## src/design/rename_pkg.sv

```systemverilog
package rename_pkg;

  // bundle and register file shape
  localparam int BUNDLE_WIDTH    = 2;
  localparam int NUM_ARCH_REGS   = 32;
  localparam int NZCV_INDEX      = NUM_ARCH_REGS; // flags sit just above the gprs
  localparam int NUM_PHYS_REGS   = 128;
  localparam int TAGS_PER_BUNDLE = 3 * BUNDLE_WIDTH; // dst, imm, flags per slot
  localparam int FREE_INIT_COUNT = NUM_PHYS_REGS - NUM_ARCH_REGS - 1;
  localparam int INSN_BYTES      = 4;

  typedef logic [5:0]  arch_reg_t;  // 0..31 gprs, 32 is nzcv
  typedef logic [6:0]  phys_tag_t;
  typedef logic [63:0] addr_t;
  typedef logic [15:0] imm_t;
  typedef logic [63:0] reg_data_t;

  // free list bookkeeping
  typedef logic [$clog2(TAGS_PER_BUNDLE+1)-1:0] take_count_t;
  typedef logic [$clog2(NUM_PHYS_REGS)-1:0]     free_ptr_t;
  typedef logic [$clog2(NUM_PHYS_REGS):0]       free_count_t;

  typedef enum logic [3:0] {
    UOP_NOP   = 4'h0,
    UOP_ADD   = 4'h1,
    UOP_SUB   = 4'h2,
    UOP_AND   = 4'h3,
    UOP_ADDI  = 4'h4,
    UOP_SUBI  = 4'h5,
    UOP_BL    = 4'h6,
    UOP_BCOND = 4'h7,
    UOP_HLT   = 4'h8
  } uop_op_t;

  // one entry of the instruction queue
  typedef struct packed {
    addr_t     pc;
    uop_op_t   op;
    logic      valb_sel;      // set when operand b is a register
    arch_reg_t dst;
    arch_reg_t src1;
    arch_reg_t src2;
    imm_t      imm;
    logic      predict_taken;
    addr_t     branch_target;
  } uop_insn_t;

  typedef struct packed {
    uop_op_t   op;
    addr_t     pc;
    addr_t     next_pc;
    logic      allocates;
    logic      uses_imm;
    arch_reg_t dst;
    arch_reg_t src1;
    arch_reg_t src2;
    imm_t      imm;
  } rename_req_t;

  typedef struct packed {
    addr_t     pc;
    addr_t     next_pc;
    uop_op_t   op;
    phys_tag_t r1_phys;
    phys_tag_t r2_phys;
    phys_tag_t dest_phys;
    phys_tag_t old_dest_phys;  // freed when this uop commits
    phys_tag_t nzcv_phys;
    phys_tag_t old_nzcv_phys;
  } rob_entry_t;

  typedef struct packed {
    logic      en;
    phys_tag_t index;
    reg_data_t data;
  } regfile_wr_t;

  typedef phys_tag_t [TAGS_PER_BUNDLE-1:0] alloc_tags_t;

endpackage

```

## src/design/uop_decode.sv

```systemverilog
`timescale 1ns/1ps

module uop_decode (
  input  rename_pkg::uop_insn_t   [rename_pkg::BUNDLE_WIDTH-1:0] instr,
  output rename_pkg::rename_req_t [rename_pkg::BUNDLE_WIDTH-1:0] reqs
);

  logic [rename_pkg::BUNDLE_WIDTH-1:0] allocates;
  logic [rename_pkg::BUNDLE_WIDTH-1:0] is_rr;
  logic [rename_pkg::BUNDLE_WIDTH-1:0] is_ri;
  logic [rename_pkg::BUNDLE_WIDTH-1:0] taken;

  // slot classification
  always_comb begin
    for (int i = 0; i < rename_pkg::BUNDLE_WIDTH; i++) begin
      allocates[i] = (instr[i].op != rename_pkg::UOP_NOP) &&
                     (instr[i].op != rename_pkg::UOP_HLT); // bubbles and halt take no tags
      is_rr[i]     = allocates[i] && instr[i].valb_sel;
      is_ri[i]     = allocates[i] && !instr[i].valb_sel;
      taken[i]     = instr[i].predict_taken &&
                     ((instr[i].op == rename_pkg::UOP_BL) ||
                      (instr[i].op == rename_pkg::UOP_BCOND));
    end
  end

  always_comb begin
    for (int i = 0; i < rename_pkg::BUNDLE_WIDTH; i++) begin
      reqs[i].op        = instr[i].op;
      reqs[i].pc        = instr[i].pc;
      reqs[i].allocates = allocates[i];
      reqs[i].uses_imm  = is_ri[i];

      // non-allocating slots carry zeroed register fields
      reqs[i].dst  = allocates[i] ? instr[i].dst : '0;
      reqs[i].src1 = allocates[i] ? instr[i].src1 : '0;
      reqs[i].src2 = is_rr[i] ? instr[i].src2 : '0;
      reqs[i].imm  = is_ri[i] ? instr[i].imm : '0;

      if (taken[i]) begin
        reqs[i].next_pc = instr[i].branch_target;
      end else begin
        reqs[i].next_pc = instr[i].pc + rename_pkg::addr_t'(rename_pkg::INSN_BYTES);
      end
    end
  end

endmodule

```

## config.mk

```make
export PLATFORM = sky130hd
export DESIGN_NAME = uop_decode
export DESIGN_NICKNAME = d
export VERILOG_FILES = /design/src/design/rename_pkg.sv /design/src/design/uop_decode.sv
export SDC_FILE = /design/constraint.sdc
export NUM_CORES = 1
export LEC_CHECK = 0
export ABC_CLOCK_PERIOD_IN_PS = 2900
export BUFFER_PORTS_ARGS = -buffer_cell sky130_fd_sc_hd__buf_2
export CAP_MARGIN = 20
export CORE_AREA = 2 2 263 265
export DETAILED_ROUTE_END_ITERATION = 16
export DIE_AREA = 0 0 265 267
export GPL_TIMING_DRIVEN = 0
export SETUP_SLACK_MARGIN = 0.05
export SYNTH_ARGS = -nofsm -noshare
export SYNTH_HDL_FRONTEND = slang
export SYNTH_SLANG_ARGS = --single-unit
```

## constraint.sdc

```tcl
create_clock -name vclk -period 2.9
set_input_delay 0.435 -clock vclk [all_inputs]
set_output_delay 0.435 -clock vclk [all_outputs]
set_load 0.005 [all_outputs]
```

==> results of run 1 <==
## per-stage QoR
stage | util, % | area, µm² | instances | setup TNS, ns
after detailed placement | 15.5 | 10600 | 2560 | -23.31
final | 18.6 | 12700 | 2662 | -1.92
after global placement | 15.5 | 10600 | 2559 | -24.83
after CTS | 17.9 | 12200 | 2635 | -2.92
after global routing | 18.6 | 12700 | 2661 | -2.85
after floorplan | - | 6130 | 1012 | -0.0332
## cell families (layout without fill, tap and decap cells)
logic type / Yosys count / in the layout / share of synthesized area [%]
and+or+nand+nor: 572 / 572 / 51.0
other: 0 / 8 / 0
buffers and inverters: 205 / 965 / 21.9
AOI/OAI and AO/OA: 137 / 137 / 12.5
xor gates and xnor gates: 84 / 84 / 12.1
adders and majority gates: 2 / 2 / 0.413
muxes: 12 / 12 / 2.02
## worst min-delay path by stage
stage,startpoint,endpoint,cells after the start
2_1_floorplan,instr[274],reqs[206],1
3_3_place_gp,instr[290],reqs[286],2
3_5_place_dp,instr[290],reqs[286],2
4_1_cts,instr[290],reqs[286],2
5_1_grt,instr[149],reqs[145],2
6_report,instr[290],reqs[286],2
## power by group
group / internal, mW / leakage, nW / total [mW] / switching [mW]
clock: 0.000000160 / 0.0000503 / 0.000000161 / 0
sequential: 0 / 0 / 0 / 0
combinational: 0.748 / 5.92 / 1.50 / 0.756
total: 0.748 / 5.92 / 1.50 / 0.756
## per-layer routing
layer	global-route usage (%)	vias to the layer above	share of wire, %
met2	25.9	906	52
li1	-	5026	-
met1	13.2	4990	32
met3	2.48	181	8.8
met4	7.36	8	6.6
met5	0	-	0.094
## synth_stat cells (4+ instances only)
cell type,n
a31oi_1,21
xor2_1,24
and4_1,13
o21ai_0,91
or3_1,11
xnor2_1,60
nand4_1,65
and2_1,74
a21oi_1,9
nand2_1,166
mux2i_1,10
clkbuf_1,50
inv_1,8
nor4_1,41
o31ai_1,8
or4_1,27
buf_4,138
nand4b_1,4
and3_1,30
nor2_1,52
nor3_1,18
nand3_1,47
## area by class of cell
type,instances,area (µm²)
Fill cell,7694,55300
Timing Repair Buffer,770,4720
Buffer,187,1350
Antenna cell,8,20.0
Inverter,8,35.0
Tap cell,882,1100
Multi-Input combinational cell,807,5420
## repair_timing
action	4_1_cts	5_1_grt
pin swaps	69	51
resized for setup	265	110
setup endpoints to repair	88	81
hold buffers	0	0
endpoints found under the hold margin	0	0
buffers inserted	86	31
==> reports/qor.csv, run 1 <==
stage;metric;value;unit
drt;avgRoutedWirePerCell;19.6;µm
setup_path;crit_path_end;reqs[93];
layout;layout_common_cells;buf_2, buf_4, nand2_1, and2_1, o21ai_0;
floorplanning;dieArea;70800;µm²
logic_synthesis;synth_area_leaders;buf_4, nand2_1, xnor2_1;
setup_path;crit_family;simple AND/OR/NAND/NOR gates;
setup_path;endpoint_kind;output pin;
timing;hold_viol;0;
timing;relSlewSlack;42.5;%
drt;drt-total-wl;52100;µm
logic_synthesis;synth_nets;1350;
layout;nFlopsAndLatches;0;
setup_path;worstPathRequired;2.47;ns
setup_path;cp_slowest_cell;or4_4;
grt;grt_pass1_wl;70500;µm
timing;rsz0062_at_grt;yes;
timing;setup_slack;-0.222;ns
layout;mostFrequentLayoutCell;buf_2;
flow_run;max-cap-violations;0;
floorplanning;io_pins;672;
place;dp_hpwl;41800;µm
power_and_ir_drop;leakage;5.92;nW
floorplanning;die_w;265;µm
logic_synthesis;yosysTopAreaCellShare;17.1;%
setup_path;crit_type;input port to output pin;
grt;grt.total_usage;13.3;%
drt;drt-pass1-iter-count;5;
layout;layout-drive-gt1-share;58.2;%
floorplanning;rows;96;
logic_synthesis;ys_types;47;
place;io_buffer_count;665;
drt;drt_iter0_markers;870;
timing;worstMarginPinSlew;0.863;ns
logic_synthesis;syn_area;6060;µm²
logic_synthesis;syn_inst;1012;
layout;syn2layout_area_growth;109;%
drt;ant_nets;0;
setup_path;cp-start-kind;input port;
floorplanning;start_util;8.92;%
layout;nets;2112;
timing;timing.hold.ws;1.04;ns
grt;grt_max_degree;11;
setup_path;timing.critical_path.buf_inv;2;
place;place_congestion;0.956;
layout;seqCellArea;0;µm²
timing;finalCriticalPeriod;3.12;ns
timing;period_share;108;%
power_and_ir_drop;power.total;1.50;mW
setup_path;path_max_fanout;5;
floorplanning;core;68000;µm²
setup_path;cp_common_cell;or4_4;
run_status;status;finished, violations left;
logic_synthesis;yosys_warnings;0;
grt;gr-total-overflow;0;
run_status;violations;setup timing;
drt;vias_per_cell;4.17;
setup_path;worst-path-stages;7;
drt;via_count;11111;
setup_path;critical_path.startpoint;instr[117];
logic_synthesis;synth_area_per_cell;5.99;µm²
power_and_ir_drop;vdd_drop_max;0.0847;mV
power_and_ir_drop;power-per-cell-area;119;nW/µm²
floorplanning;die_y;267;µm
drt;drcViolationCount;0;
timing;drv_slew;0;
timing;fmax;0.320;GHz
setup_path;worstPathCellList;buf_8, nand4_1, or4_4, or4_4, or4_1, a31oi_1, buf_2;
setup_path;slowest_delay;0.67;ns
logic_synthesis;yosysSeqAreaShare;0;%
layout;clock_buffers;0;
timing;setup_violations;20;
grt;grt_pass1_vias;10453;
setup_path;arrival;2.69;ns
place;pre_cts_slack;-0.909;ns
grt;antenna_found_initial;12;
logic_synthesis;synth.largest_area_cell;buf_4;
hold_path;worst_hold_path_type;input port to output pin;
(Power assumes the default switching activity.)
==> run 2, diff against run 1 <==
Settings changed: ABC_CLOCK_PERIOD_IN_PS 2900 to 3300, CORE_AREA 2 2 263 265 to 2 2 260 262, DIE_AREA 0 0 265 267 to 0 0 262 264.
Clock period 2.9 ns to 3.3 ns, I/O delays scaled along.
==> run 2 against run 1 <==
  * The run now ends clean
  * Largest cell class unchanged
  * Final cell count shrank 2.6%
  * Core utilization shrank 1.2 points
  * Highest routed layer is now met4
  * Via count shrank 4.7%
  * Clock-buffer cell count is the same
  * Power shrank 14%
==> reports/qor.csv, run 2 (synthesized netlist as in run 1, its figures left out) <==
stage;metric;value;unit;change
timing;drv_slew;0;;unchanged
timing;relSlewSlack;37.7;%;was 42.5%
clock_tree;cts_hold_buf;0;;unchanged
drt;vias_per_cell;4.08;;was 4.17
layout;num-fill-cells;7734;;was 7694
setup_path;cp-start-kind;input port;;unchanged
power_and_ir_drop;p_switching;0.679;mW;was 0.756 mW
layout;clock_buffers;0;;unchanged
timing;finalCriticalPeriod;3.29;ns;
grt;antenna_found_initial;8;;was 12
layout;seqCellArea;0;µm²;unchanged
layout;nets;2056;;was 2112
drt;drt-pass1-iter-count;5;;unchanged
timing;fmax;0.304;GHz;
hold_path;worst_hold_path_type;input port to output pin;;unchanged
power_and_ir_drop;power_frac_seq;0;%;about the same
layout;mostFrequentLayoutCell;buf_2;;unchanged
grt;gr-total-overflow;0;;unchanged
drt;avgRoutedWirePerCell;22.0;µm;was 19.6 µm
floorplanning;die_w;262;µm;was 265 µm
power_and_ir_drop;clkPwrFrac;0;%;about the same
place;dp_hpwl;49400;µm;was 41800 µm
drt;drcViolationCount;0;;unchanged
drt;met3_length;3670;µm;was 4590 µm
drt;drt-met1-wl;18800;µm;was 16700 µm
power_and_ir_drop;leakage;5.23;nW;was 5.92 nW
floorplanning;dieArea;69200;µm²;was 70800 µm²
power_and_ir_drop;p_sw_share;52.7;%;was 50.3%
layout;layout_common_cells;buf_2, buf_4, nand2_1, o21ai_0, and2_1;;was buf_2, buf_4, nand2_1, and2_1, o21ai_0
grt;grt_pass1_vias;9949;;was 10453
floorplanning;die_y;264;µm;was 267 µm
power_and_ir_drop;p_comb_share;100.0;%;about the same
drt;route.met2.wl;31700;µm;was 27300 µm
timing;hold_viol;0;;unchanged
setup_path;worstPathRequired;2.80;ns;was 2.47 ns
grt;grt_pass1_wl;74900;µm;was 70500 µm
setup_path;path_max_fanout;5;;unchanged
grt;grt_max_degree;11;;unchanged
drt;ant_nets;0;;unchanged
layout;layout-drive-gt1-share;53.9;%;was 58.2%
setup_path;endpoint_kind;output pin;;unchanged
floorplanning;core;66600;µm²;was 68000 µm²
place;io_buffer_count;665;;unchanged
run_status;status;completed;;was finished, violations left
floorplanning;start_util;9.11;%;was 8.92%
timing;timing.hold.ws;1.16;ns;was 1.04 ns
grt;grt.total_usage;15.1;%;was 13.3%
power_and_ir_drop;power-per-cell-area;111;nW/µm²;was 119 nW/µm²
floorplanning;rows;95;;was 96
timing;period_share;99.8;%;
timing;setup_tns;0;ns;was -1.92 ns
drt;highest_layer;met4;;was met5
timing;rsz0062_at_grt;yes;;unchanged
power_and_ir_drop;p_int;0.610;mW;was 0.748 mW
drt;drt_iter0_markers;732;;was 870
layout;nFlopsAndLatches;0;;unchanged
setup_path;crit_type;input port to output pin;;unchanged
floorplanning;io_pins;672;;unchanged
setup_path;arrival;2.80;ns;was 2.69 ns
timing;setup_violations;0;;was 20
flow_run;max-cap-violations;0;;unchanged
place;place_congestion;0.964;;was 0.956
layout;syn2layout_area_growth;91.2;%;was 109%
timing;worstMarginPinSlew;0.926;ns;was 0.863 ns
drt;drt-total-wl;57000;µm;was 52100 µm
power_and_ir_drop;vdd_drop_max;0.0621;mV;was 0.0847 mV
drt;via_count;10592;;was 11111
[run 2: changes by cell type in the layout (fill, tap and decap cells not counted), sizes merged]
cell / change
dlygate4sd3: +1
diode: -3
clkbuf: +1
buf: -57
dlymetal6s4s: -1
[run 2: final timing paths]
| kind | to | cells past startpoint | slack, ns | from |
|---|---|---|---|---|
| max | reqs[70] | 8 | 0.006 | instr[118] |
| min | reqs[140] | 2 | 1.16 | instr[144] |
[run 2: metrics by stage]
step	std cells	util [%]	power, mW	setup WS, ns	area, µm²
3_5_place_dp	2550	15.8	1.21	-0.705	10500
4_1_cts	2585	17.1	1.28	-0.0277	11400
3_3_place_gp	2550	15.8	1.21	-0.680	10500
5_1_grt	2594	17.4	1.39	-0.0149	11600
6_report	2594	17.4	1.29	0.00591	11600
2_1_floorplan	1012	-	0.426	0.142	6060
[run 2: final cells by class]
class	count	area [µm²]	area share (%)
inverters	8	30.0	0.259
repair buffers	709	4050	34.9
well taps	873	1090	9.42
plain buffers	192	1380	11.9
multi-input cells	807	5030	43.4
diodes	5	12.5	0.108
[run 2: critical path, cell delays in order]
cell and delay (ns):
buf_6 0.10, nand4_1 0.17, or4_4 0.59, clkbuf_16 0.18, nor4_1 0.74, xnor2_1 0.12
o21ai_0 0.23, buf_2 0.16
[run 2: repair_timing]
item                                    CTS  global route
resized for setup                       174            49
endpoints found under the setup margin   73            39
setup buffers                            35             8
hold endpoints to repair                  0             0
pin swaps                                32            24
gates cloned                              1             0
[run 2: routing by layer]
metal	vias to the layer above	GRT usage, %
met5	-	0
met4	0	6.15
met3	100	1.42
met2	689	31.4
met1	4897	14.9
li1	4906	-
[run 2: power groups by stage]
stage | Sequential (mW) | Clock [mW] | Combinational, mW
6_report | 0 | 0.000000204 | 1.29
5_1_grt | 0 | 0.000000203 | 1.39
4_1_cts | 0 | 0 | 1.28
3_5_place_dp | 0 | 0 | 1.21
3_3_place_gp | 0 | 0 | 1.21
2_1_floorplan | 0 | 0 | 0.426
==> run 3, diff against run 2 <==
Settings changed: BUFFER_PORTS_ARGS -buffer_cell sky130_fd_sc_hd__buf_2 to -buffer_cell sky130_fd_sc_hd__clkbuf_2.
==> run 3 against run 2 <==
  * Clock-buffer cell count is the same
  * Critical endpoint is now reqs[89]
  * Sequential share of layout area did not move
  * Maximum frequency is 3.2% lower
  * Design area is 4.8% higher
  * Core utilization up 0.83 points
  * Via count rose by 3.5%
  * Die area did not move
  * The flow now finishes with violations (setup timing)
  * Global-route usage increased by 0.52 points
==> reports/qor.csv, run 3 (synthesized netlist as in run 1, its figures left out) <==
stage;metric;value;unit;change
run_status;status;finished, violations left;;was completed
run_status;violations;setup timing;;
clock_tree;cts_hold_buf;0;;unchanged
power_and_ir_drop;leakage;5.63;nW;was 5.23 nW
layout;mostFrequentLayoutCell;clkbuf_2;;was buf_2
setup_path;endpoint_kind;output pin;;unchanged
power_and_ir_drop;power-per-cell-area;110;nW/µm²;was 111 nW/µm²
floorplanning;io_pins;672;;unchanged
timing;setup_slack;-0.103;ns;was 0.00591 ns
timing;finalCriticalPeriod;3.40;ns;was 3.29 ns
grt;grt.total_usage;15.7;%;was 15.1%
grt;grt_pass1_vias;10519;;was 9949
setup_path;worstPathRequired;2.80;ns;about the same
timing;rsz0062_at_grt;yes;;unchanged
place;io_buffer_count;665;;unchanged
layout;final_area;12100;µm²;was 11600 µm²
place;place_congestion;0.954;;was 0.964
power_and_ir_drop;power.total;1.33;mW;was 1.29 mW
drt;via_count;10962;;was 10592
grt;grt_pass1_wl;77700;µm;was 74900 µm
layout;num-fill-cells;7709;;was 7734
floorplanning;core;66600;µm²;unchanged
grt;gr-total-overflow;0;;unchanged
drt;drt-total-wl;58500;µm;was 57000 µm
power_and_ir_drop;vdd_drop_max;0.0613;mV;was 0.0621 mV
drt;avgRoutedWirePerCell;22.3;µm;was 22.0 µm
hold_path;worst_hold_path_type;input port to output pin;;unchanged
setup_path;path_max_fanout;6;;was 5
timing;fmax;0.294;GHz;was 0.304 GHz
timing;setup_tns;-0.370;ns;was 0 ns
layout;nets;2087;;was 2056
setup_path;crit_type;input port to output pin;;unchanged
floorplanning;rows;95;;unchanged
layout;multiInputGateArea;5230;µm²;was 5030 µm²
flow_run;max-cap-violations;0;;unchanged
floorplanning;die_y;264;µm;unchanged
setup_path;cp-start-kind;input port;;unchanged
timing;period_share;103;%;was 99.8%
floorplanning;start_util;9.11;%;unchanged
drt;ant_nets;0;;unchanged
floorplanning;die_w;262;µm;unchanged
place;placed_area;10500;µm²;unchanged
timing;relSlewSlack;36.7;%;was 37.7%
timing;timing.hold.ws;1.16;ns;about the same
timing;hold_viol;0;;unchanged
layout;nFlopsAndLatches;0;;unchanged
grt;grt_max_degree;11;;unchanged
drt;drt-pass1-iter-count;6;;was 5
place;dp_hpwl;49600;µm;was 49400 µm
layout;layout_common_cells;clkbuf_2, buf_4, nand2_1, o21ai_0, and2_1;;was buf_2, buf_4, nand2_1, o21ai_0, and2_1
layout;layout-drive-gt1-share;55.9;%;was 53.9%
setup_path;crit_path_end;reqs[89];;was reqs[70]
floorplanning;dieArea;69200;µm²;unchanged
layout;syn2layout_area_growth;100;%;was 91.2%
layout;clock_buffers;0;;unchanged
timing;worstMarginPinSlew;0.940;ns;was 0.926 ns
drt;drt_iter0_markers;836;;was 732
grt;antenna_found_initial;6;;was 8
timing;setup_violations;6;;was 0
setup_path;arrival;2.91;ns;was 2.80 ns
drt;drcViolationCount;0;;unchanged
layout;seqCellArea;0;µm²;unchanged
layout;final_core_util;18.2;%;was 17.4%
drt;vias_per_cell;4.17;;was 4.08
setup_path;critical_path.startpoint;instr[116];;was instr[118]
timing;drv_slew;0;;unchanged
## run 3: area by class of cell
cell class	count	share of cell area [%]
timing repair buffer	738	36.1
inverter	8	0.247
buffer	194	11.5
multi-input combinational	807	43.0
antenna	7	0.144
tap	873	8.99
## run 3: worst max-delay path, stage by stage
cell	delay (ns)
buf_8	0.09
nand4_1	0.17
buf_4	0.21
or4_4	0.52
buf_8	0.16
or4_4	0.51
buf_6	0.14
or3_1	0.29
a31oi_1	0.15
buf_2	0.16
## run 3: per-stage QoR
step / instances / setup WS (ns)
after CTS: 2608 / -0.0743
after floorplan: 1012 / 0.142
after detailed placement: 2550 / -0.737
after global routing: 2625 / -0.168
after global placement: 2550 / -0.757
final: 2627 / -0.103
## run 3: timing repair
| item | in CTS | in global routing |
|---|---|---|
| endpoints found under the setup margin | 73 | 48 |
| pin swaps | 38 | 32 |
| setup buffers | 57 | 15 |
| cloned | 1 | 0 |
| resized for setup | 172 | 112 |
## run 3: worst min path at each step
stage                from         to  slack [ns]  cells after the start
4_1_cts        instr[149]  reqs[145]        1.16                      2
2_1_floorplan  instr[274]  reqs[206]        1.04                      1
5_1_grt        instr[312]  reqs[308]        1.17                      2
3_5_place_dp   instr[149]  reqs[145]        1.16                      2
3_3_place_gp   instr[149]  reqs[145]        1.16                      2
6_report       instr[312]  reqs[308]        1.16                      2
## run 3: routing by layer
layer	part of all wire, %	wire length (µm)	up-vias	GRT usage, %
met3	7.2	4190	147	1.61
li1	-	-	4968	-
met4	6.2	3610	0	7.53
met2	54	31900	808	31.9
met5	0	0	-	0
met1	32	18800	5039	15.3
## run 3: power by group
group          internal [mW]  switching, mW
Clock            0.000000107              0
Combinational          0.631          0.702
Sequential                 0              0
Total                  0.631          0.702
