File: config.mk
export PLATFORM = sky130hd
export DESIGN_NAME = rob_alloc
export DESIGN_NICKNAME = d
export VERILOG_FILES = /design/src/design/rename_pkg.sv /design/src/design/rob_alloc.sv
export SDC_FILE = /design/constraint.sdc
export NUM_CORES = 1
export LEC_CHECK = 0
export BUFFER_PORTS_ARGS = -buffer_cell sky130_fd_sc_hd__buf_4
export CORE_AREA = 3 3 384 386
export DETAILED_ROUTE_END_ITERATION = 16
export DIE_AREA = 0 0 387 389
export MAX_ROUTING_LAYER = met4
export PLACE_DENSITY_LB_ADDON = 0.3
export SLEW_MARGIN = 15
export SYNTH_ARGS = -nofsm -noshare
export SYNTH_HDL_FRONTEND = slang
export SYNTH_SLANG_ARGS = --single-unit
export TNS_END_PERCENT = 100
File: constraint.sdc
create_clock -name clk -period 0.83 [get_ports clk]
set_clock_uncertainty 0.15 [all_clocks]
set_input_delay 0.0415 -clock clk [delete_from_list [all_inputs] [get_ports clk]]
set_output_delay 0.0415 -clock clk [all_outputs]
set_load 0.02 [all_outputs]
File: src/design/rename_pkg.sv
package rename_pkg;

  // bundle and register file shape
  localparam int BUNDLE_WIDTH    = 2;
  localparam int NUM_ARCH_REGS   = 32;
  localparam int NZCV_INDEX      = NUM_ARCH_REGS; // flags sit just above the gprs
  localparam int NUM_PHYS_REGS   = 128;
  localparam int TAGS_PER_BUNDLE = 3 * BUNDLE_WIDTH; // dst, imm, flags per slot
  localparam int FREE_INIT_COUNT = NUM_PHYS_REGS - NUM_ARCH_REGS - 1;
  localparam int INSN_BYTES      = 4;

  typedef logic [5:0]  arch_reg_t;  // 0..31 gprs, 32 is nzcv
  typedef logic [6:0]  phys_tag_t;
  typedef logic [63:0] addr_t;
  typedef logic [15:0] imm_t;
  typedef logic [63:0] reg_data_t;

  // free list bookkeeping
  typedef logic [$clog2(TAGS_PER_BUNDLE+1)-1:0] take_count_t;
  typedef logic [$clog2(NUM_PHYS_REGS)-1:0]     free_ptr_t;
  typedef logic [$clog2(NUM_PHYS_REGS):0]       free_count_t;

  typedef enum logic [3:0] {
    UOP_NOP   = 4'h0,
    UOP_ADD   = 4'h1,
    UOP_SUB   = 4'h2,
    UOP_AND   = 4'h3,
    UOP_ADDI  = 4'h4,
    UOP_SUBI  = 4'h5,
    UOP_BL    = 4'h6,
    UOP_BCOND = 4'h7,
    UOP_HLT   = 4'h8
  } uop_op_t;

  // one entry of the instruction queue
  typedef struct packed {
    addr_t     pc;
    uop_op_t   op;
    logic      valb_sel;      // set when operand b is a register
    arch_reg_t dst;
    arch_reg_t src1;
    arch_reg_t src2;
    imm_t      imm;
    logic      predict_taken;
    addr_t     branch_target;
  } uop_insn_t;

  typedef struct packed {
    uop_op_t   op;
    addr_t     pc;
    addr_t     next_pc;
    logic      allocates;
    logic      uses_imm;
    arch_reg_t dst;
    arch_reg_t src1;
    arch_reg_t src2;
    imm_t      imm;
  } rename_req_t;

  typedef struct packed {
    addr_t     pc;
    addr_t     next_pc;
    uop_op_t   op;
    phys_tag_t r1_phys;
    phys_tag_t r2_phys;
    phys_tag_t dest_phys;
    phys_tag_t old_dest_phys;  // freed when this uop commits
    phys_tag_t nzcv_phys;
    phys_tag_t old_nzcv_phys;
  } rob_entry_t;

  typedef struct packed {
    logic      en;
    phys_tag_t index;
    reg_data_t data;
  } regfile_wr_t;

  typedef phys_tag_t [TAGS_PER_BUNDLE-1:0] alloc_tags_t;

endpackage

File: src/design/rob_alloc.sv
`timescale 1ns/1ps

module rob_alloc (
  input  logic                                                   clk,
  input  logic                                                   rst_N_in,
  input  logic                                                   accept,
  input  rename_pkg::rob_entry_t  [rename_pkg::BUNDLE_WIDTH-1:0] entries,
  input  rename_pkg::regfile_wr_t [rename_pkg::BUNDLE_WIDTH-1:0] imm_wr,
  output rename_pkg::rob_entry_t  [rename_pkg::BUNDLE_WIDTH-1:0] rob_data,
  output logic                                                   rob_data_valid,
  output rename_pkg::regfile_wr_t [rename_pkg::BUNDLE_WIDTH-1:0] regfile
);

  logic                  [rename_pkg::BUNDLE_WIDTH-1:0] wr_en_q;
  rename_pkg::phys_tag_t [rename_pkg::BUNDLE_WIDTH-1:0] wr_index_q;
  rename_pkg::reg_data_t [rename_pkg::BUNDLE_WIDTH-1:0] wr_data_q;

  // strobes last a single cycle per accepted bundle
  always_ff @(posedge clk) begin
    if (!rst_N_in) begin
      rob_data_valid <= 1'b0;
      wr_en_q        <= '0;
    end else begin
      rob_data_valid <= accept;
      for (int i = 0; i < rename_pkg::BUNDLE_WIDTH; i++) begin
        wr_en_q[i] <= accept && imm_wr[i].en;
      end
    end
  end

  always_ff @(posedge clk) begin
    if (accept) begin
      rob_data <= entries;
      for (int i = 0; i < rename_pkg::BUNDLE_WIDTH; i++) begin
        wr_index_q[i] <= imm_wr[i].index;
        wr_data_q[i]  <= imm_wr[i].data;
      end
    end
  end

  always_comb begin
    for (int i = 0; i < rename_pkg::BUNDLE_WIDTH; i++) begin
      regfile[i].en    = wr_en_q[i];
      regfile[i].index = wr_index_q[i];
      regfile[i].data  = wr_data_q[i];
    end
  end

endmodule

==> flow_results.xml, run 1 <==
<?xml version="1.0" encoding="UTF-8"?>
<metrics>
  <group name="timing">
    <metric name="timing.final.hold_violations" unit="">571</metric>
    <metric name="timing.setup.tns" unit="ns">-263.88</metric>
    <metric name="slew-limit-headroom" unit="">0.743</metric>
    <metric name="shortest_clock_period_the_worst_path_allows_after_layout" unit="ns">1.62</metric>
    <metric name="fmaxAchievable" unit="MHz">619</metric>
    <metric name="worst_slew_pin_tran" unit="ns">0.386</metric>
    <metric name="finalWorstSetupSlack" unit="ns">-0.785</metric>
    <metric name="hold-worst-slack" unit="ns">-0.229</metric>
    <metric name="period_share" unit="">1.95</metric>
    <metric name="setup_violations" unit="">493</metric>
    <metric name="rsz_0062_raised_after_global_routing" unit="">yes</metric>
    <metric name="drv_slew" unit="">0</metric>
  </group>
  <group name="status">
    <metric name="status" unit="">finished with violations</metric>
    <metric name="violations" unit="">hold timing, setup timing</metric>
  </group>
  <group name="yosys">
    <metric name="synthDistinctLibCells" unit="">4</metric>
    <metric name="synth.yosys.seq_area_share" unit="">0.999</metric>
    <metric name="yosys-top-cells-area" unit="">sky130_fd_sc_hd__edfxtp_1 (99%), sky130_fd_sc_hd__dfxtp_1 (0.41%), sky130_fd_sc_hd__and3_1 (0.085%), sky130_fd_sc_hd__and2_2 (0.051%)</metric>
    <metric name="yosys_warnings" unit="">0</metric>
    <metric name="yosysTopAreaCell" unit="">sky130_fd_sc_hd__edfxtp_1</metric>
    <metric name="synth_cells" unit="">496</metric>
    <metric name="yosys_register_bits" unit="">493</metric>
    <metric name="synth_fp_nets" unit="">991</metric>
    <metric name="avgSynthCellArea" unit="um2">29.8</metric>
    <metric name="yosys.area.top_type_share" unit="">0.995</metric>
    <metric name="synth.cell_area" unit="um2">14800</metric>
  </group>
  <group name="setup_path">
    <metric name="worst_setup_path_start_kind" unit="">register</metric>
    <metric name="critical_path.endpoint_type" unit="">output port</metric>
    <metric name="critical_path.max_fanout" unit="">1</metric>
    <metric name="cp_data_arrival_time" unit="ns">1.42</metric>
    <metric name="worst-path-buf-inv" unit="">1</metric>
    <metric name="slowest_stage" unit="">sky130_fd_sc_hd__edfxtp_1</metric>
    <metric name="critPathRequiredTime" unit="ns">0.64</metric>
    <metric name="critPathTopFamily" unit="">flip-flops</metric>
    <metric name="worstSetupPathType" unit="">register to output port</metric>
    <metric name="worstPathCellList" unit="">buf_6</metric>
    <metric name="crit_path_max_incr_delay" unit="ns">0.56</metric>
  </group>
  <group name="min_path">
    <metric name="worst_hold_path_type" unit="">input port to register</metric>
  </group>
  <group name="placed_design">
    <metric name="place_worst_setup_slack" unit="ns">-0.358</metric>
    <metric name="final_gp_congestion" unit="">0.820</metric>
    <metric name="place.detailed.hpwl" unit="um">70400</metric>
    <metric name="io_buffers" unit="">987</metric>
  </group>
  <group name="clock_network">
    <metric name="clock_sinks" unit="">493</metric>
    <metric name="cts_buffer_depth" unit="">3</metric>
    <metric name="tritoncts.num_buffers" unit="">59</metric>
    <metric name="number_of_h_tree_levels" unit="">2</metric>
    <metric name="cts.reportedPaths.clkPinSlew" unit="ns">0.06</metric>
    <metric name="ctsRootBufferMaster" unit="">sky130_fd_sc_hd__clkbuf_16</metric>
    <metric name="postCtsSetupRepairBufs" unit="">0</metric>
    <metric name="postCtsHoldBufs" unit="">493</metric>
    <metric name="tritoncts" unit="">built</metric>
  </group>
  <group name="final_layout">
    <metric name="layout_common_cells" unit="">sky130_fd_sc_hd__buf_4 (521), sky130_fd_sc_hd__dlygate4sd3_1 (493), sky130_fd_sc_hd__buf_6 (493)</metric>
    <metric name="nNetsFinal" unit="">2569</metric>
    <metric name="layout_commonest_cell" unit="">sky130_fd_sc_hd__buf_4</metric>
    <metric name="post_route_cells_drive_above_1_share" unit="">0.524</metric>
    <metric name="num-fill-cells" unit="">14948</metric>
    <metric name="fin_util" unit="">0.234</metric>
    <metric name="area_growth_syn_to_layout" unit="%">127</metric>
  </group>
  <group name="global_route">
    <metric name="via_count_of_the_first_global_routing_pass" unit="">12935</metric>
    <metric name="gr-total-overflow" unit="">0</metric>
    <metric name="grt_antenna_before_repair" unit="">53</metric>
    <metric name="grt_first_pass_wirelength" unit="um">113000</metric>
    <metric name="grt_usage" unit="">0.113</metric>
    <metric name="grt_max_degree" unit="">40</metric>
  </group>
  <group name="detailed_routing">
    <metric name="wl_per_cell" unit="um">21.3</metric>
    <metric name="firstDrtPassIters" unit="">5</metric>
    <metric name="finalWirelength" unit="um">86400</metric>
    <metric name="drtAntennaViolNets" unit="">0</metric>
    <metric name="vias_per_cell" unit="">2.89</metric>
    <metric name="initialDrtViolationCount" unit="">574</metric>
    <metric name="number_of_design_rule_violations_left_after_detail_routing" unit="">0</metric>
    <metric name="route.vias.total" unit="">11720</metric>
  </group>
  <group name="run">
    <metric name="drv.max_cap_violation_count" unit="">0</metric>
  </group>
  <group name="pwr">
    <metric name="power_density" unit="nW/um2">2010</metric>
    <metric name="max-vdd-ir-drop" unit="uV">1580</metric>
    <metric name="leakage" unit="nW">13.3</metric>
    <metric name="p_total" unit="mW">67.6</metric>
  </group>
  <group name="floorplanning">
    <metric name="core_box_area" unit="um2">144000</metric>
    <metric name="fp.dieW" unit="um">387</metric>
    <metric name="die-area" unit="um2">151000</metric>
    <metric name="die_y" unit="um">389</metric>
    <metric name="top_level_ports" unit="">988</metric>
    <metric name="initial_core_util" unit="">0.103</metric>
    <metric name="placementRows" unit="">139</metric>
  </group>
</metrics>
[logic make-up (layout without fill, tap and decap cells)]
kind of cell | count (synthesis) | in the layout | share of synthesized area
flip-flops | 493 | 493 | 0.999
AND/OR/NAND/NOR | 3 | 3 | 0.00135
buffers and inverters | 0 | 1615 | 0
other | 0 | 36 | 0
[layout make-up]
| type | count | area [um2] | area share |
|---|---|---|---|
| Timing Repair Buffer | 1517 | 14600 | 0.434 |
| Clock buffer | 70 | 1520 | 0.0451 |
| Clock inverter | 28 | 269 | 0.00799 |
| Tap cell | 1903 | 2380 | 0.0708 |
| Multi-Input combinational cell | 3 | 20.0 | 0.000595 |
| Antenna cell | 36 | 90.1 | 0.00268 |
| Sequential cell | 493 | 14800 | 0.439 |
[synthesized netlist by cell type (all sizes together)]
library cell  number
and2               1
and3               2
dfxtp              3
edfxtp           490
[power by group]
part	leakage (nW)	switching (mW)	internal [mW]
Clock	0.862	10.5	14.1
Sequential	4.82	1.09	29.7
Combinational	7.65	5.66	6.55
[path summary, 6_finish.rpt]
path | from | end | cells past startpoint | slack [ns]
hold / removal | accept | rob_data[19] | 2 | -0.23
setup / recovery | regfile[41] | regfile[41] | 1 | -0.79
[stage by stage]
step | instances | cell area (um2) | hold WS, ns
global route | 4048 | 33600 | -0.283
CTS | 4014 | 33500 | -0.301
global placement | 3423 | 25000 | 0.0695
floorplan | 496 | 14800 | -0.00963
finish | 4050 | 33600 | -0.229
detailed placement | 3423 | 25000 | 0.0708
[metal layers]
layer  wire [um]  GRT usage  vias up
met5           0          -        -
met4        3000     0.0386        0
met3        6720     0.0306      106
met2       42100      0.186      617
met1       34600      0.134     5735
li1            -          -     5262
[sequential cells by signal, summed over array words and instances (netlist names)]
register,cells
wr_en_q,2
rob_data_valid,1
rob_data,348
regfile,142
[what timing repair did]
| item | in CTS | in global routing |
|---|---|---|
| setup endpoints to repair | 493 | 493 |
| gates resized for setup | 488 | 8 |
| pin swaps | 0 | 0 |
| gates cloned | 0 | 0 |
| hold endpoints to repair | 983 | 850 |
Note: power is estimated with default switching activity, not from simulation.
==> inputs of run 2 (changes only) <==
Settings changed: PLACE_DENSITY_LB_ADDON 0.3 to unset.
==> run 2 against run 1 <==
  * The run still ends with hold timing, setup timing left
  * Die area unchanged
  * Largest power group unchanged
  * Final cell count rose by 2.5%
  * Clock power is 4% higher
  * First-iteration DRC count is 47% higher
  * Worst setup slack better by 0.074 ns
  * Power grew 2.9%
  * Sequential share of layout area down 0.52 points
  * Highest routed layer unchanged
  * Global-route usage is 4.4 points higher
  * Core utilization is 0.29 points higher
  * Fmax rose by 4.8%
  * Sequential power is essentially flat
  * Largest cell class unchanged
==> flow_results.xml, run 2 (same netlist as run 1, synthesis figures left out) <==
<?xml version="1.0" encoding="UTF-8"?>
<metrics>
  <group name="status">
    <metric name="status" unit="">finished with violations</metric>
    <metric name="violations" unit="">hold timing, setup timing</metric>
  </group>
  <group name="detailed_routing">
    <metric name="number_of_design_rule_violations_left_after_detail_routing" unit="">0</metric>
    <metric name="drtAntennaViolNets" unit="">0</metric>
    <metric name="initialDrtViolationCount" unit="">842</metric>
    <metric name="route.vias.total" unit="">12796</metric>
    <metric name="firstDrtPassIters" unit="">5</metric>
    <metric name="vias_per_cell" unit="">3.08</metric>
    <metric name="finalWirelength" unit="um">119000</metric>
    <metric name="wl_per_cell" unit="um">28.7</metric>
  </group>
  <group name="final_layout">
    <metric name="post_route_cells_drive_above_1_share" unit="">0.528</metric>
    <metric name="layout_common_cells" unit="">sky130_fd_sc_hd__buf_4 (533), sky130_fd_sc_hd__dlygate4sd3_1 (494), sky130_fd_sc_hd__buf_6 (492)</metric>
    <metric name="num-fill-cells" unit="">14879</metric>
    <metric name="area_growth_syn_to_layout" unit="%">130</metric>
    <metric name="largest-register" unit="">rob_data</metric>
    <metric name="flip_flop_count_of_the_largest_register_after_layout" unit="">348</metric>
    <metric name="nNetsFinal" unit="">2583</metric>
    <metric name="layout_commonest_cell" unit="">sky130_fd_sc_hd__buf_4</metric>
    <metric name="design_area" unit="um2">34100</metric>
  </group>
  <group name="setup_path">
    <metric name="critPathRequiredTime" unit="ns">0.64</metric>
    <metric name="crit_path_max_incr_delay" unit="ns">0.52</metric>
    <metric name="critPathTopFamily" unit="">flip-flops</metric>
    <metric name="cp_data_arrival_time" unit="ns">1.35</metric>
    <metric name="worstPathCellList" unit="">buf_6</metric>
    <metric name="critical_path.max_fanout" unit="">1</metric>
    <metric name="critical_path.endpoint_type" unit="">output port</metric>
    <metric name="worstSetupPathType" unit="">register to output port</metric>
    <metric name="worst-path-buf-inv" unit="">1</metric>
    <metric name="worst_setup_path_start_kind" unit="">register</metric>
    <metric name="slowest_stage" unit="">sky130_fd_sc_hd__edfxtp_1</metric>
  </group>
  <group name="clock_network">
    <metric name="clock_sinks" unit="">493</metric>
    <metric name="cts.reportedPaths.clkPinSlew" unit="ns">0.07</metric>
    <metric name="tritoncts.num_buffers" unit="">58</metric>
    <metric name="ctsRootBufferMaster" unit="">sky130_fd_sc_hd__clkbuf_16</metric>
    <metric name="cts_buffer_depth" unit="">3</metric>
    <metric name="tritoncts" unit="">built</metric>
    <metric name="postCtsSetupRepairBufs" unit="">0</metric>
    <metric name="number_of_h_tree_levels" unit="">2</metric>
  </group>
  <group name="floorplanning">
    <metric name="die-area" unit="um2">151000</metric>
    <metric name="initial_core_util" unit="">0.103</metric>
    <metric name="core_box_area" unit="um2">144000</metric>
    <metric name="placementRows" unit="">139</metric>
    <metric name="die_y" unit="um">389</metric>
    <metric name="top_level_ports" unit="">988</metric>
    <metric name="fp.dieW" unit="um">387</metric>
  </group>
  <group name="placed_design">
    <metric name="io_buffers" unit="">987</metric>
    <metric name="postPlaceCellArea" unit="um2">25100</metric>
    <metric name="place.detailed.hpwl" unit="um">101000</metric>
    <metric name="final_gp_congestion" unit="">0.903</metric>
  </group>
  <group name="timing">
    <metric name="slew-limit-headroom" unit="">0.603</metric>
    <metric name="timing.final.hold_violations" unit="">126</metric>
    <metric name="shortest_clock_period_the_worst_path_allows_after_layout" unit="ns">1.54</metric>
    <metric name="period_share" unit="">1.86</metric>
    <metric name="hold-worst-slack" unit="ns">-0.0429</metric>
    <metric name="finalWorstSetupSlack" unit="ns">-0.712</metric>
    <metric name="rsz_0062_raised_after_global_routing" unit="">yes</metric>
    <metric name="fmaxAchievable" unit="MHz">649</metric>
    <metric name="setup_violations" unit="">986</metric>
    <metric name="drv_slew" unit="">0</metric>
    <metric name="timing.setup.tns" unit="ns">-543.15</metric>
    <metric name="worst_slew_pin_tran" unit="ns">0.593</metric>
  </group>
  <group name="pwr">
    <metric name="clock_power_share" unit="">0.366</metric>
    <metric name="p_int" unit="mW">50.7</metric>
    <metric name="power.switching" unit="mW">18.9</metric>
    <metric name="max-vdd-ir-drop" unit="uV">1630</metric>
    <metric name="leakage" unit="nW">13.4</metric>
    <metric name="p_sw_frac" unit="">0.271</metric>
    <metric name="seq_power_share" unit="">0.445</metric>
    <metric name="p_total" unit="mW">69.5</metric>
    <metric name="combinationalPowerShare" unit="">0.189</metric>
    <metric name="power_density" unit="nW/um2">2040</metric>
  </group>
  <group name="global_route">
    <metric name="grt_antenna_before_repair" unit="">126</metric>
    <metric name="grt_max_degree" unit="">36</metric>
    <metric name="gr-total-overflow" unit="">0</metric>
    <metric name="grt_first_pass_wirelength" unit="um">149000</metric>
    <metric name="via_count_of_the_first_global_routing_pass" unit="">13131</metric>
    <metric name="grt_usage" unit="">0.157</metric>
  </group>
  <group name="run">
    <metric name="drv.max_cap_violation_count" unit="">0</metric>
  </group>
  <group name="min_path">
    <metric name="worst_hold_path_type" unit="">input port to register</metric>
  </group>
</metrics>
## run 2: cell count changes in the layout (fill, tap and decap cells not counted), moves of 2 or more
cell,previous run,this run
sky130_fd_sc_hd__dfxtp_4,0,2
sky130_fd_sc_hd__clkinv_2,7,5
sky130_fd_sc_hd__clkbuf_1,11,9
sky130_fd_sc_hd__clkinv_4,0,3
sky130_fd_sc_hd__dfxtp_2,3,1
sky130_fd_sc_hd__buf_12,9,12
sky130_fd_sc_hd__inv_6,2,6
sky130_fd_sc_hd__clkinv_1,9,11
sky130_fd_sc_hd__buf_4,521,533
sky130_fd_sc_hd__diode_2,36,119
## run 2: layer usage
layer	track usage	share of wire
met5	-	0
met4	0.0285	0.018
met3	0.0625	0.10
met2	0.251	0.47
met1	0.188	0.41
## run 2: what timing repair did
item,in CTS,in global routing
pin swaps,0,0
endpoints found under the hold margin,983,739
setup endpoints to repair,493,986
gates resized for setup,491,6
hold buffers,494,1
## run 2: worst paths after layout
| kind | startpoint | endpoint | slack [ns] | cells after the start |
|---|---|---|---|---|
| setup / recovery | rob_data[108] | rob_data[108] | -0.71 | 1 |
| hold / removal | imm_wr[38] | regfile[38] | -0.04 | 2 |
## run 2: layout make-up
class / instances / area [um2] / share of cell area
repair buffers: 1532 / 14700 / 0.433
diodes: 119 / 298 / 0.00874
flip-flops and latches: 493 / 14800 / 0.434
clock inverters: 35 / 354 / 0.0104
well taps: 1903 / 2380 / 0.0699
clock buffers: 67 / 1490 / 0.0436
multi-input cells: 3 / 20.0 / 0.000588
## run 2: through the flow
| step | setup WS [ns] | utilization | cells |
|---|---|---|---|
| finish | -0.712 | 0.237 | 4152 |
| global route | -0.796 | 0.237 | 4145 |
| CTS | -0.823 | 0.235 | 4033 |
| detailed placement | -0.332 | 0.175 | 3437 |
| global placement | -0.326 | 0.175 | 3437 |
| floorplan | 0.189 | - | 496 |
## run 2: power by group through the flow
stage	sequential [mW]	clock, mW	combinational (mW)
6_report	30.9	25.5	13.1
5_1_grt	31.1	27.4	13.5
4_1_cts	30.9	26.5	13.4
3_5_place_dp	31.0	0	9.82
3_3_place_gp	31.0	0	9.81
2_1_floorplan	33.2	0	0.00445
==> inputs of run 3 (changes only) <==
Settings changed: CORE_AREA 3 3 384 386 to 3 3 388 390, CTS_CLUSTER_SIZE set to 14, DIE_AREA 0 0 387 389 to 0 0 391 393, SKIP_CTS_REPAIR_TIMING set to 1.
Clock period 0.83 ns to 1.3 ns, I/O delays scaled along.
==> run 3 against run 2 <==
  * Synthesized cell count is the same
  * The run now fails in 5_1_grt
  * Synthesized area unchanged
==> flow_results.xml, run 3 <==
<?xml version="1.0" encoding="UTF-8"?>
<metrics>
  <group name="yosys">
    <metric name="synthDistinctLibCells" unit="">4</metric>
    <metric name="yosys_most_used_dff" unit="">sky130_fd_sc_hd__edfxtp_1</metric>
    <metric name="synth_top_family_by_area" unit="">simple AND/OR/NAND/NOR gates</metric>
    <metric name="avgSynthCellArea" unit="um2">29.8</metric>
    <metric name="synth.cells.most_frequent" unit="">sky130_fd_sc_hd__edfxtp_1 (490), sky130_fd_sc_hd__dfxtp_1 (3), sky130_fd_sc_hd__and3_1 (2)</metric>
    <metric name="synth-edff-count" unit="">490</metric>
    <metric name="yosys_register_bits" unit="">493</metric>
    <metric name="yosys-top-cells-area" unit="">sky130_fd_sc_hd__edfxtp_1 (99%), sky130_fd_sc_hd__dfxtp_1 (0.41%), sky130_fd_sc_hd__and3_1 (0.085%), sky130_fd_sc_hd__and2_2 (0.051%)</metric>
    <metric name="leading_cell_type_by_number_of_instances_after_synthesis" unit="">sky130_fd_sc_hd__edfxtp_1</metric>
    <metric name="synth.mux.area_fraction" unit="">0</metric>
    <metric name="synthAdderAreaFrac" unit="">0</metric>
    <metric name="yosys_warnings" unit="">0</metric>
    <metric name="yosysTopAreaCell" unit="">sky130_fd_sc_hd__edfxtp_1</metric>
    <metric name="synth.yosys.seq_area_share" unit="">0.999</metric>
    <metric name="share_of_synthesized_registers_carrying_an_async_set_or_reset" unit="">0</metric>
    <metric name="yosys.area_share.simple" unit="">0.00135</metric>
    <metric name="synth.cell_area" unit="um2">14800</metric>
    <metric name="synth_xor_xnor_area_share" unit="">0</metric>
    <metric name="synth_fp_nets" unit="">991</metric>
    <metric name="synth_compound_gate_area_share" unit="">0</metric>
    <metric name="yosys.area.top_type_share" unit="">0.995</metric>
    <metric name="synth_cells" unit="">496</metric>
  </group>
  <group name="status">
    <metric name="failing_step" unit="">5_1_grt</metric>
    <metric name="run.stop_error" unit="">[ERROR RSZ-0060] Max buffer count reached.</metric>
    <metric name="status" unit="">stopped before the end</metric>
  </group>
  <group name="clock_network">
    <metric name="clock_sinks" unit="">493</metric>
    <metric name="tritoncts.num_buffers" unit="">59</metric>
    <metric name="ctsRootBufferMaster" unit="">sky130_fd_sc_hd__clkbuf_16</metric>
    <metric name="number_of_h_tree_levels" unit="">2</metric>
    <metric name="cts_buffer_depth" unit="">3</metric>
  </group>
  <group name="global_route">
    <metric name="grt_max_degree" unit="">48</metric>
  </group>
  <group name="placed_design">
    <metric name="io_buffers" unit="">987</metric>
    <metric name="final_gp_congestion" unit="">0.916</metric>
    <metric name="place.detailed.hpwl" unit="um">93600</metric>
  </group>
  <group name="floorplanning">
    <metric name="initial_core_util" unit="">0.100</metric>
    <metric name="fp.dieW" unit="um">391</metric>
    <metric name="placementRows" unit="">141</metric>
    <metric name="die_y" unit="um">393</metric>
    <metric name="top_level_ports" unit="">988</metric>
  </group>
  <group name="timing">
    <metric name="worst_endpoint_kind" unit="">output port</metric>
    <metric name="timing.grt.repair.worst_endpoint" unit="">rob_data[97]</metric>
  </group>
</metrics>
run 3: logic make-up after synthesis:
| family | count (synthesis) |
|---|---|
| flip-flops | 493 |
| AND/OR/NAND/NOR | 3 |
run 3: per-stage QoR:
| step | setup TNS (ns) | setup slack [ns] | hold WS (ns) | std cells | area [um2] |
|---|---|---|---|---|---|
| detailed placement | 0 | 0.0452 | 0.0943 | 3458 | 25100 |
| global placement | 0 | 0.0651 | 0.0931 | 3458 | 25100 |
| floorplan | 0 | 0.636 | 0.0139 | 496 | 14800 |
| CTS | -103.66 | -0.349 | -0.669 | 3567 | 27000 |
==> inputs of run 4 (changes only) <==
Settings changed: CORE_AREA 3 3 388 390 to 3 3 387 389, CTS_CLUSTER_SIZE 14 to unset, DIE_AREA 0 0 391 393 to 0 0 390 392, MAX_ROUTING_LAYER met4 to unset, PLACE_DENSITY_LB_ADDON set to 0.15.
Clock period 1.3 ns to 1.7 ns, I/O delays scaled along.
==> run 4 against run 3 <==
  * The flow again stops in 5_1_grt
  * Synthesized cell count unchanged
  * Synthesized area unchanged
==> flow_results.xml, run 4 <==
<?xml version="1.0" encoding="UTF-8"?>
<metrics>
  <group name="yosys">
    <metric name="synth_compound_gate_area_share" unit="">0</metric>
    <metric name="synth.yosys.seq_area_share" unit="">0.999</metric>
    <metric name="yosysTopAreaCell" unit="">sky130_fd_sc_hd__edfxtp_1</metric>
    <metric name="yosys-top-cells-area" unit="">sky130_fd_sc_hd__edfxtp_1 (99%), sky130_fd_sc_hd__dfxtp_1 (0.41%), sky130_fd_sc_hd__and3_1 (0.085%), sky130_fd_sc_hd__and2_2 (0.051%)</metric>
    <metric name="synth.cells.most_frequent" unit="">sky130_fd_sc_hd__edfxtp_1 (490), sky130_fd_sc_hd__dfxtp_1 (3), sky130_fd_sc_hd__and3_1 (2)</metric>
    <metric name="avgSynthCellArea" unit="um2">29.8</metric>
    <metric name="yosys_most_used_dff" unit="">sky130_fd_sc_hd__edfxtp_1</metric>
    <metric name="yosys.area_share.simple" unit="">0.00135</metric>
    <metric name="synth.mux.area_fraction" unit="">0</metric>
    <metric name="synth-edff-count" unit="">490</metric>
    <metric name="synth_xor_xnor_area_share" unit="">0</metric>
    <metric name="synth_fp_nets" unit="">991</metric>
    <metric name="synth.cell_area" unit="um2">14800</metric>
    <metric name="synthDistinctLibCells" unit="">4</metric>
    <metric name="yosys_register_bits" unit="">493</metric>
    <metric name="leading_cell_type_by_number_of_instances_after_synthesis" unit="">sky130_fd_sc_hd__edfxtp_1</metric>
    <metric name="synth_top_family_by_area" unit="">simple AND/OR/NAND/NOR gates</metric>
    <metric name="synth_cells" unit="">496</metric>
    <metric name="synthAdderAreaFrac" unit="">0</metric>
    <metric name="yosys.area.top_type_share" unit="">0.995</metric>
    <metric name="yosys_warnings" unit="">0</metric>
    <metric name="share_of_synthesized_registers_carrying_an_async_set_or_reset" unit="">0</metric>
  </group>
  <group name="placed_design">
    <metric name="io_buffers" unit="">987</metric>
    <metric name="place.detailed.hpwl" unit="um">58400</metric>
    <metric name="final_gp_congestion" unit="">0.792</metric>
    <metric name="postPlaceCellArea" unit="um2">25000</metric>
    <metric name="place_worst_setup_slack" unit="ns">0.365</metric>
  </group>
  <group name="global_route">
    <metric name="grt_max_degree" unit="">77</metric>
  </group>
  <group name="clock_network">
    <metric name="clock_sinks" unit="">493</metric>
    <metric name="ctsRootBufferMaster" unit="">sky130_fd_sc_hd__clkbuf_16</metric>
    <metric name="tritoncts.num_buffers" unit="">60</metric>
    <metric name="cts_buffer_depth" unit="">3</metric>
    <metric name="number_of_h_tree_levels" unit="">2</metric>
  </group>
  <group name="status">
    <metric name="failing_step" unit="">5_1_grt</metric>
    <metric name="run.stop_error" unit="">[ERROR RSZ-0060] Max buffer count reached.</metric>
    <metric name="status" unit="">stopped before the end</metric>
  </group>
  <group name="floorplanning">
    <metric name="die_y" unit="um">392</metric>
    <metric name="fp.dieW" unit="um">390</metric>
    <metric name="placementRows" unit="">141</metric>
    <metric name="top_level_ports" unit="">988</metric>
    <metric name="initial_core_util" unit="">0.101</metric>
  </group>
</metrics>
run 4: cell families after synthesis:
group	Yosys count
DFF	493
and+or+nand+nor	3
run 4: metrics by stage:
step                      hold WS [ns]  instances
after detailed placement         0.114       3440
after CTS                       -0.632       3548
after floorplan                 0.0339        496
after global placement           0.113       3440
